$ cat config.mk
export PLATFORM = sky130hd
export DESIGN_NAME = issue_read_operands
export DESIGN_NICKNAME = d
export VERILOG_FILES = /design/src/hdl/issue_cfg_pkg.sv /design/src/hdl/issue_types_pkg.sv /design/src/hdl/issue_hazard_ctrl.sv /design/src/hdl/operand_select.sv /design/src/hdl/int_regfile.sv /design/src/hdl/dispatch_reg.sv /design/src/hdl/issue_read_operands.sv
export SDC_FILE = /design/constraint.sdc
export NUM_CORES = 2
export LEC_CHECK = 0
export BUFFER_PORTS_ARGS = -buffer_cell sky130_fd_sc_hd__buf_2
export CAP_MARGIN = 10
export CORE_MARGIN = 2
export CORE_UTILIZATION = 40
export CTS_CLUSTER_DIAMETER = 30
export DETAILED_ROUTE_END_ITERATION = 8
export PLACE_DENSITY = 0.68
export SLEW_MARGIN = 10
export SYNTH_ARGS = -nofsm -noshare
export SYNTH_HDL_FRONTEND = slang
export SYNTH_SLANG_ARGS = --single-unit
export TNS_END_PERCENT = 30
$ cat constraint.sdc
create_clock -name clk_i -period 3.8 [get_ports clk_i]
set_clock_uncertainty 0.05 [all_clocks]
set_input_delay 0.76 -clock clk_i [delete_from_list [all_inputs] [get_ports clk_i]]
set_output_delay 0.76 -clock clk_i [all_outputs]
set_load 0.03 [all_outputs]
$ cat src/hdl/issue_cfg_pkg.sv
// sizes for a single-issue rv32 integer core; only two commit ports and 32 registers are supported
`default_nettype none

package issue_cfg_pkg;

  // ------------------------------------------------------------------
  // datapath
  // ------------------------------------------------------------------

  // integer data width, rv32 only
  localparam int unsigned xlen = 32;

  // ------------------------------------------------------------------
  // register file
  // ------------------------------------------------------------------

  // architectural integer registers, x0 included
  localparam int unsigned nr_regs = 32;

  // address bits to select one of nr_regs
  localparam int unsigned reg_addr_w = 5;

  // ------------------------------------------------------------------
  // scoreboard and commit
  // ------------------------------------------------------------------

  // write ports from the commit stage into the register file
  localparam int unsigned nr_commit_ports = 2;

  // scoreboard transaction id, enough for 8 in-flight entries
  localparam int unsigned trans_id_w = 3;

endpackage : issue_cfg_pkg

`default_nettype wire

$ cat src/hdl/issue_types_pkg.sv
// issue-stage types; fu_op_t is carried opaquely and its encoding is owned by the decoder
`default_nettype none

package issue_types_pkg;

  import issue_cfg_pkg::*;

  typedef logic [xlen-1:0]       xlen_t;
  typedef logic [reg_addr_w-1:0] reg_addr_t;
  typedef logic [trans_id_w-1:0] trans_id_t;

  // target unit of an entry, fu_none means the entry needs no unit
  typedef enum logic [2:0] {
    fu_none      = 3'd0,
    fu_alu       = 3'd1,
    fu_ctrl_flow = 3'd2,
    fu_mult      = 3'd3,
    fu_load      = 3'd4,
    fu_store     = 3'd5,
    fu_csr       = 3'd6
  } fu_t;

  // operation code, only passed through here
  typedef logic [6:0] fu_op_t;

  // ------------------------------------------------------------------
  // scoreboard side
  // ------------------------------------------------------------------

  typedef struct packed {
    xlen_t     pc;
    trans_id_t trans_id;
    fu_t       fu;
    fu_op_t    op;
    reg_addr_t rs1;
    reg_addr_t rs2;
    reg_addr_t rd;
    // holds the immediate while the entry waits for issue
    xlen_t     result;
    logic      use_imm;
    logic      use_zimm;
    logic      use_pc;
    logic      ex_valid;
    logic      is_compressed;
  } sb_entry_t;

  // per register, the unit whose in-flight result will write it
  typedef fu_t [nr_regs-1:0] clobber_tbl_t;

  typedef struct packed {
    logic      we;
    reg_addr_t waddr;
    xlen_t     wdata;
  } commit_wb_t;

  typedef commit_wb_t [nr_commit_ports-1:0] commit_vec_t;

  // ------------------------------------------------------------------
  // execute side
  // ------------------------------------------------------------------

  typedef struct packed {
    xlen_t operand_a;
    xlen_t operand_b;
    xlen_t imm;
  } operands_t;

  typedef struct packed {
    fu_t       fu;
    fu_op_t    operation;
    xlen_t     operand_a;
    xlen_t     operand_b;
    xlen_t     imm;
    trans_id_t trans_id;
  } fu_data_t;

  // one-hot per cycle, at most one flag set
  typedef struct packed {
    logic alu;
    logic branch;
    logic mult;
    logic lsu;
    logic csr;
  } unit_valid_t;

endpackage : issue_types_pkg

`default_nettype wire

$ cat src/hdl/issue_hazard_ctrl.sv
// purely combinational issue decision; rs1_i/rs2_i valid flags must arrive in the same cycle
`default_nettype none
`timescale 1ns/10ps

module issue_hazard_ctrl
  import issue_cfg_pkg::*;
  import issue_types_pkg::*;
(
  input  sb_entry_t    issue_instr_i,
  input  logic         issue_valid_i,
  input  logic         stall_i,
  input  logic         flu_ready_i,
  input  logic         lsu_ready_i,
  input  logic         rs1_valid_i,
  input  logic         rs2_valid_i,
  input  clobber_tbl_t rd_clobber_i,
  input  commit_vec_t  commit_i,
  // a multiply was dispatched last cycle
  input  logic         mult_issued_i,
  output logic         issue_ack_o,
  output logic         dispatch_o,
  output logic         forward_rs1_o,
  output logic         forward_rs2_o,
  output logic         stall_issue_o
);

  logic fu_busy;
  logic rd_free;
  logic rd_committed;

  // ------------------------------------------------------------------
  // unit busy
  // ------------------------------------------------------------------

  always_comb begin
    case (issue_instr_i.fu)
      fu_alu, fu_ctrl_flow, fu_mult, fu_csr: fu_busy = ~flu_ready_i;
      fu_load, fu_store:                     fu_busy = ~lsu_ready_i;
      default:                               fu_busy = 1'b0;
    endcase
  end

  // ------------------------------------------------------------------
  // operand availability
  // ------------------------------------------------------------------

  always_comb begin
    stall_issue_o = stall_i;
    forward_rs1_o = 1'b0;
    forward_rs2_o = 1'b0;
    // zimm lives in the rs1 field, so nothing to wait on then
    if (!issue_instr_i.use_zimm && rd_clobber_i[issue_instr_i.rs1] != fu_none) begin
      // csr results only ever reach us through the register file
      if (rs1_valid_i && rd_clobber_i[issue_instr_i.rs1] != fu_csr) begin
        forward_rs1_o = 1'b1;
      end else begin
        stall_issue_o = 1'b1;
      end
    end
    if (rd_clobber_i[issue_instr_i.rs2] != fu_none) begin
      if (rs2_valid_i && rd_clobber_i[issue_instr_i.rs2] != fu_csr) begin
        forward_rs2_o = 1'b1;
      end else begin
        stall_issue_o = 1'b1;
      end
    end
  end

  // ------------------------------------------------------------------
  // write after write and acknowledge
  // ------------------------------------------------------------------

  assign rd_free = (rd_clobber_i[issue_instr_i.rd] == fu_none);

  // older writer of rd retires right now, so the slot frees this edge
  always_comb begin
    rd_committed = 1'b0;
    for (int i = 0; i < nr_commit_ports; i++) begin
      if (commit_i[i].we && commit_i[i].waddr == issue_instr_i.rd) begin
        rd_committed = 1'b1;
      end
    end
  end

  always_comb begin
    issue_ack_o = 1'b0;
    if (issue_valid_i) begin
      if (!stall_issue_o && !fu_busy && (rd_free || rd_committed)) begin
        issue_ack_o = 1'b1;
      end
      // exceptions and unit-less entries just drain
      if (issue_instr_i.ex_valid || issue_instr_i.fu == fu_none) begin
        issue_ack_o = 1'b1;
      end
    end
    // mult result shares the fixed-latency writeback bus next cycle
    if (mult_issued_i &&
        issue_instr_i.fu inside {fu_alu, fu_ctrl_flow, fu_csr}) begin
      issue_ack_o = 1'b0;
    end
  end

  assign dispatch_o = issue_valid_i && issue_ack_o && !issue_instr_i.ex_valid;

endmodule : issue_hazard_ctrl

`default_nettype wire

$ cat src/hdl/operand_select.sv
// combinational operand mux; zimm beats pc beats forwarding beats register file for operand a
`default_nettype none
`timescale 1ns/10ps

module operand_select
  import issue_cfg_pkg::*;
  import issue_types_pkg::*;
(
  input  sb_entry_t issue_instr_i,
  // register file read data
  input  xlen_t     rf_rdata_a_i,
  input  xlen_t     rf_rdata_b_i,
  // scoreboard forwarding data
  input  xlen_t     rs1_i,
  input  xlen_t     rs2_i,
  input  logic      forward_rs1_i,
  input  logic      forward_rs2_i,
  output operands_t operands_o
);

  logic use_imm_b;

  // stores and branches keep rs2 in operand b, imm goes separately
  assign use_imm_b = issue_instr_i.use_imm &&
                     issue_instr_i.fu != fu_store &&
                     issue_instr_i.fu != fu_ctrl_flow;

  always_comb begin
    // operand a
    if (issue_instr_i.use_zimm) begin
      // csr immediate form, zero extended
      operands_o.operand_a = {{(xlen - reg_addr_w){1'b0}}, issue_instr_i.rs1};
    end else if (issue_instr_i.use_pc) begin
      operands_o.operand_a = issue_instr_i.pc;
    end else if (forward_rs1_i) begin
      operands_o.operand_a = rs1_i;
    end else begin
      operands_o.operand_a = rf_rdata_a_i;
    end
    // operand b
    if (use_imm_b) begin
      operands_o.operand_b = issue_instr_i.result;
    end else if (forward_rs2_i) begin
      operands_o.operand_b = rs2_i;
    end else begin
      operands_o.operand_b = rf_rdata_b_i;
    end
    operands_o.imm = issue_instr_i.result;
  end

endmodule : operand_select

`default_nettype wire

$ cat src/hdl/int_regfile.sv
// flop-based integer register file; reads are combinational and see the value before this edge's writes
`default_nettype none
`timescale 1ns/10ps

module int_regfile
  import issue_cfg_pkg::*;
  import issue_types_pkg::*;
(
  input  logic        clk_i,
  input  logic        rst_ni,
  input  reg_addr_t   raddr_a_i,
  input  reg_addr_t   raddr_b_i,
  input  commit_vec_t commit_i,
  output xlen_t       rdata_a_o,
  output xlen_t       rdata_b_o
);

  // x0 has no storage
  xlen_t mem_q [1:nr_regs-1];

  always_ff @(posedge clk_i or negedge rst_ni) begin
    if (!rst_ni) begin
      for (int r = 1; r < nr_regs; r++) begin
        mem_q[r] <= '0;
      end
    end else begin
      // later ports overwrite earlier ones on an address clash
      for (int i = 0; i < nr_commit_ports; i++) begin
        if (commit_i[i].we && commit_i[i].waddr != '0) begin
          mem_q[commit_i[i].waddr] <= commit_i[i].wdata;
        end
      end
    end
  end

  // x0 reads as zero
  assign rdata_a_o = (raddr_a_i == '0) ? '0 : mem_q[raddr_a_i];
  assign rdata_b_o = (raddr_b_i == '0) ? '0 : mem_q[raddr_b_i];

endmodule : int_regfile

`default_nettype wire

$ cat src/hdl/dispatch_reg.sv
// issue to execute register; payload follows the entry every cycle, only unit_valid_o marks it live
`default_nettype none
`timescale 1ns/10ps

module dispatch_reg
  import issue_cfg_pkg::*;
  import issue_types_pkg::*;
(
  input  logic        clk_i,
  input  logic        rst_ni,
  input  logic        flush_i,
  // taken entry without exception
  input  logic        dispatch_i,
  input  sb_entry_t   issue_instr_i,
  input  operands_t   operands_i,
  output fu_data_t    fu_data_o,
  output xlen_t       pc_o,
  output logic        is_compressed_o,
  output unit_valid_t unit_valid_o
);

  unit_valid_t unit_valid_d;

  // ------------------------------------------------------------------
  // per-unit valid
  // ------------------------------------------------------------------

  always_comb begin
    unit_valid_d = '0;
    // flush wins over a dispatch in the same cycle
    if (dispatch_i && !flush_i) begin
      case (issue_instr_i.fu)
        fu_alu:            unit_valid_d.alu    = 1'b1;
        fu_ctrl_flow:      unit_valid_d.branch = 1'b1;
        fu_mult:           unit_valid_d.mult   = 1'b1;
        fu_load, fu_store: unit_valid_d.lsu    = 1'b1;
        fu_csr:            unit_valid_d.csr    = 1'b1;
        // fu_none needs no unit
        default:           unit_valid_d        = '0;
      endcase
    end
  end

  always_ff @(posedge clk_i or negedge rst_ni) begin
    if (!rst_ni) begin
      unit_valid_o <= '0;
    end else begin
      unit_valid_o <= unit_valid_d;
    end
  end

  // ------------------------------------------------------------------
  // operand bundle
  // ------------------------------------------------------------------

  always_ff @(posedge clk_i or negedge rst_ni) begin
    if (!rst_ni) begin
      fu_data_o       <= '{fu: fu_none, operation: '0, operand_a: '0,
                           operand_b: '0, imm: '0, trans_id: '0};
      pc_o            <= '0;
      is_compressed_o <= 1'b0;
    end else begin
      fu_data_o.fu        <= issue_instr_i.fu;
      fu_data_o.operation <= issue_instr_i.op;
      fu_data_o.operand_a <= operands_i.operand_a;
      fu_data_o.operand_b <= operands_i.operand_b;
      fu_data_o.imm       <= operands_i.imm;
      fu_data_o.trans_id  <= issue_instr_i.trans_id;
      pc_o                <= issue_instr_i.pc;
      is_compressed_o     <= issue_instr_i.is_compressed;
    end
  end

endmodule : dispatch_reg

`default_nettype wire

$ cat src/hdl/issue_read_operands.sv
// issue and operand-read stage top; issue_ack_o is combinational from the entry and scoreboard inputs
`default_nettype none
`timescale 1ns/10ps

module issue_read_operands
  import issue_cfg_pkg::*;
  import issue_types_pkg::*;
(
  input  logic         clk_i,
  input  logic         rst_ni,
  input  logic         flush_i,
  input  logic         stall_i,
  // issue handshake with the scoreboard
  input  sb_entry_t    issue_instr_i,
  input  logic         issue_valid_i,
  output logic         issue_ack_o,
  // forwarding lookup
  output reg_addr_t    rs1_o,
  output reg_addr_t    rs2_o,
  input  xlen_t        rs1_i,
  input  xlen_t        rs2_i,
  input  logic         rs1_valid_i,
  input  logic         rs2_valid_i,
  input  clobber_tbl_t rd_clobber_i,
  // unit readiness
  input  logic         flu_ready_i,
  input  logic         lsu_ready_i,
  input  commit_vec_t  commit_i,
  // execute side
  output fu_data_t     fu_data_o,
  output xlen_t        pc_o,
  output logic         is_compressed_o,
  output unit_valid_t  unit_valid_o,
  output logic         stall_issue_o
);

  logic      dispatch;
  logic      forward_rs1;
  logic      forward_rs2;
  xlen_t     rf_rdata_a;
  xlen_t     rf_rdata_b;
  operands_t operands;

  // scoreboard is polled with the entry's own sources
  assign rs1_o = issue_instr_i.rs1;
  assign rs2_o = issue_instr_i.rs2;

  issue_hazard_ctrl i_hazard_ctrl (
    .issue_instr_i (issue_instr_i),
    .issue_valid_i (issue_valid_i),
    .stall_i       (stall_i),
    .flu_ready_i   (flu_ready_i),
    .lsu_ready_i   (lsu_ready_i),
    .rs1_valid_i   (rs1_valid_i),
    .rs2_valid_i   (rs2_valid_i),
    .rd_clobber_i  (rd_clobber_i),
    .commit_i      (commit_i),
    .mult_issued_i (unit_valid_o.mult),
    .issue_ack_o   (issue_ack_o),
    .dispatch_o    (dispatch),
    .forward_rs1_o (forward_rs1),
    .forward_rs2_o (forward_rs2),
    .stall_issue_o (stall_issue_o)
  );

  int_regfile i_int_regfile (
    .clk_i     (clk_i),
    .rst_ni    (rst_ni),
    .raddr_a_i (issue_instr_i.rs1),
    .raddr_b_i (issue_instr_i.rs2),
    .commit_i  (commit_i),
    .rdata_a_o (rf_rdata_a),
    .rdata_b_o (rf_rdata_b)
  );

  operand_select i_operand_select (
    .issue_instr_i (issue_instr_i),
    .rf_rdata_a_i  (rf_rdata_a),
    .rf_rdata_b_i  (rf_rdata_b),
    .rs1_i         (rs1_i),
    .rs2_i         (rs2_i),
    .forward_rs1_i (forward_rs1),
    .forward_rs2_i (forward_rs2),
    .operands_o    (operands)
  );

  dispatch_reg i_dispatch_reg (
    .clk_i           (clk_i),
    .rst_ni          (rst_ni),
    .flush_i         (flush_i),
    .dispatch_i      (dispatch),
    .issue_instr_i   (issue_instr_i),
    .operands_i      (operands),
    .fu_data_o       (fu_data_o),
    .pc_o            (pc_o),
    .is_compressed_o (is_compressed_o),
    .unit_valid_o    (unit_valid_o)
  );

endmodule : issue_read_operands

`default_nettype wire

==> flow_metrics.py <==
metrics = {
    "routing": {
        "wl_per_cell_um": 32.3,
        "drt_wl_total_um": 300000,
        "drc": 0,
        "antenna_left": 0,
        "first_pass_iters": 9,
        "vias_per_cell": 6.58,
        "route.vias.total": 61000,
        "drtIter0Drc": 8919,
    },
    "global_routing": {
        "grt_overflow_total": 0,
        "grtUsageTotal_pct": 33.6,
        "grt_pass1_wl_um": 427000,
        "grt_pass1_vias": 60600,
        "grt_max_degree": 95,
        "antenna_found_initial": 60,
    },
    "clock_network": {
        "cts_max_path_buffers": 4,
        "path_clk_slew_ps": 50,
        "cts_tree": "yes",
        "htreeDepth": 5,
        "cts_buffers": 284,
        "clock-root-buffer": "clkbuf_16",
        "clk_latency_ps": 920,
        "cts_sinks": 1139,
    },
    "power_and_ir_drop": {
        "p_seq_share_pct": 32.5,
        "leakage_nw": 36.6,
        "ir_worst_vdd_mv": 0.576,
        "power_density_nw_per_um2": 618,
        "p_sw_share_pct": 28.8,
        "pwr-share-clk_pct": 46.2,
        "total_power_w": 0.0534,
        "pwr-share-comb_pct": 21.4,
        "p_sw_w": 0.0154,
        "intPower_w": 0.0380,
    },
    "synth": {
        "synth-seq-area-share_pct": 41.4,
        "synthesis.area_sq_um": 68900,
        "synth_area_leader_cell": "dfrtp_1",
        "synthAdderAreaFrac_pct": 0,
        "ys_top_cells_by_area": "dfrtp_1 41%, mux4_2 20%, mux2i_1 13%, a21oi_1 4.4%, nor2_1 3.9%",
        "synth_top_area_share_pct": 41.4,
        "ys_seq_elements": 1139,
        "synthesis.nets": 6634,
        "yosysWarnings": 0,
        "synth_top_family_by_area": "multiplexers",
        "synthFlopType": "dfrtp_1",
        "async_flop_share_pct": 100,
        "muxShareOfSynthArea_pct": 33.9,
        "syn_area_per_cell_sq_um": 11.0,
        "ys_types": 61,
        "synth_compound_area_share_pct": 12.2,
        "syn_inst": 6292,
        "synth-simple-area-share_pct": 7.99,
        "synth-edff-count": 0,
        "synth-xor-area-share_pct": 0.152,
    },
    "timing": {
        "worstMarginPinSlew_ps": 1270,
        "rsz0062_at_grt": "false",
        "drv_slew": 0,
        "setup_tns_ps": 0,
        "hold_viol": 0,
        "fmax_mhz": 265,
        "min_period_ps": 3780,
        "setup_viol": 0,
        "slew_headroom_pct": 15.0,
        "finalCritPeriodShare_pct": 99.4,
    },
    "die": {
        "core_sq_um": 171000,
        "die_area_sq_um": 176000,
        "num_rows": 152,
        "io_pins": 501,
        "die_h_um": 419,
        "die_w_um": 419,
        "initial_utilization_pct": 40.2,
    },
    "min_path": {
        "hold_class": "in -> reg",
    },
    "job": {
        "maxCapViolCount": 0,
    },
    "placement": {
        "port_buffers": 500,
        "hpwl_um": 178000,
        "gp_congestion": 0.972,
    },
    "layout": {
        "drive_above_1_share_pct": 30.2,
        "final_common_cell": "dfrtp_1",
        "final_cell_mix": "1139 x dfrtp_1, 880 x mux2i_1, 683 x nor2_1, 611 x a21oi_1, 604 x mux4_2",
        "multi_input_area_sq_um": 38100,
        "areaGrowthSynthToFinish_pct": 25.3,
        "num-fill-cells": 14600,
        "final_nets": 7078,
        "post-route-util_pct": 50.4,
        "seq_area_sq_um": 28500,
    },
    "critical_path": {
        "cp-start-kind": "input port",
        "cp-end-kind": "output pin",
        "cp.required_ps": 2990,
        "cp_max_fo": 3,
        "arrival_ps": 2970,
        "crit_type": "in -> out",
    },
    "status": {
        "status": "finished, final reports clean",
    },
}
[worst max-delay path, stage by stage]
cell	delay [ps]
clkbuf_4	190
buf_4	170
mux4_2	450
mux2_2	320
o221ai_4	220
a21o_1	160
o2bb2ai_2	150
buf_4	160
a32oi_2	110
inv_1	120
buf_6	130
[logic make-up after synthesis]
group / Yosys count
buf+inv: 761
mux: 1571
flops: 1139
simple gates: 1375
xor+xnor: 12
compound gates: 1434
[layer usage]
metal  routed length, um  up-vias  share of wire (%)  track usage [%]
li1                    -    24400                  -                -
met1               97200    29800                 32             38.5
met2              129000     5308                 43             48.5
met3               45600     1489                 15             14.4
met4               27700       30                9.2             28.0
met5                 187        -              0.062                0
[final cells by class]
class | count | area share (%)
inverter | 7 | 0.0319
tap | 2310 | 3.35
multi-input combinational | 4392 | 44.1
clock buffer | 352 | 9.11
sequential | 1139 | 33.0
clock inverter | 129 | 2.02
antenna | 37 | 0.107
timing repair buffer | 912 | 8.34
[cell usage after synthesis (3+ instances only)]
cell	n
a21o_1	17
nor3_1	24
a221oi_1	15
buf_6	3
nor4_1	17
buf_1	84
and3_1	3
and2_1	10
xnor2_1	6
nor2_1	723
a22o_1	36
a22oi_1	89
nor4b_1	12
nand4_1	4
a2111oi_0	15
a21oi_1	611
or2_2	3
or3_1	4
o22ai_1	4
dfrtp_1	1139
or3b_2	4
nand2_1	520
a32oi_1	146
o21ai_0	451
mux2_2	86
mux4_2	604
nand3b_1	4
nand2b_1	17
inv_1	6
nor2b_1	8
a211oi_1	16
nand3_1	14
o21ai_1	15
buf_4	20
clkbuf_1	588
xor2_1	6
mux2i_1	881
buf_2	58
[flip-flops by register name, indices dropped and copies added, names as in the netlist]
name,count
i_int_regfile.mem_q,992
i_dispatch_reg.fu_data_o,109
i_dispatch_reg.pc_o,32
i_dispatch_reg.unit_valid_o,5
i_dispatch_reg.is_compressed_o,1
[per-stage QoR]
| step | setup WS [ps] | instance area (sq um) | hold WS [ps] | instances |
|---|---|---|---|---|
| detailed placement | -453 | 75600 | 514 | 8677 |
| finish | 21.4 | 86400 | 55.2 | 9278 |
| global placement | -507 | 75600 | 501 | 8677 |
| global route | 6.61 | 86400 | 35.9 | 9267 |
| floorplan | 175 | 68900 | 414 | 6292 |
| CTS | 7.40 | 86100 | 1.33 | 9236 |
[final timing paths]
| check | cells past startpoint | start | end | slack (ps) |
|---|---|---|---|---|
| worst min-delay path | 2 | flush_i | i_dispatch_reg.unit_valid_o[1] | 60 |
| min in group asynchronous | 2 | rst_ni | i_dispatch_reg.fu_data_o[99] | 390 |
| worst max register to register | 7 | i_int_regfile.mem_q[661] | i_dispatch_reg.fu_data_o[56] | 1330 |
| worst max-delay path | 11 | rd_clobber_i[80] | issue_ack_o | 20 |
| max in group asynchronous | 3 | rst_ni | i_int_regfile.mem_q[65] | 2130 |
| worst min register to register | 2 | i_int_regfile.mem_q[819] | i_int_regfile.mem_q[819] | 530 |
[power by group through the flow]
stage	clock network [W]	logic (W)	registers, W
2_1_floorplan	0	0.00748	0.0169
5_1_grt	0.0254	0.0121	0.0177
3_3_place_gp	0	0.0106	0.0171
4_1_cts	0.0247	0.0111	0.0173
3_5_place_dp	0	0.0110	0.0173
6_report	0.0247	0.0114	0.0173
[repair_timing]
item                                   in CTS  in global routing
hold buffers                               76                  0
pin swaps                                   5                  9
endpoints found under the hold margin     110                  0
gates cloned                                0                  1
setup endpoints to repair                   2                  2
gates resized for setup                    31                 35
buffers inserted                            2                  5
No activity file was read; power rests on OpenSTA's default activity.
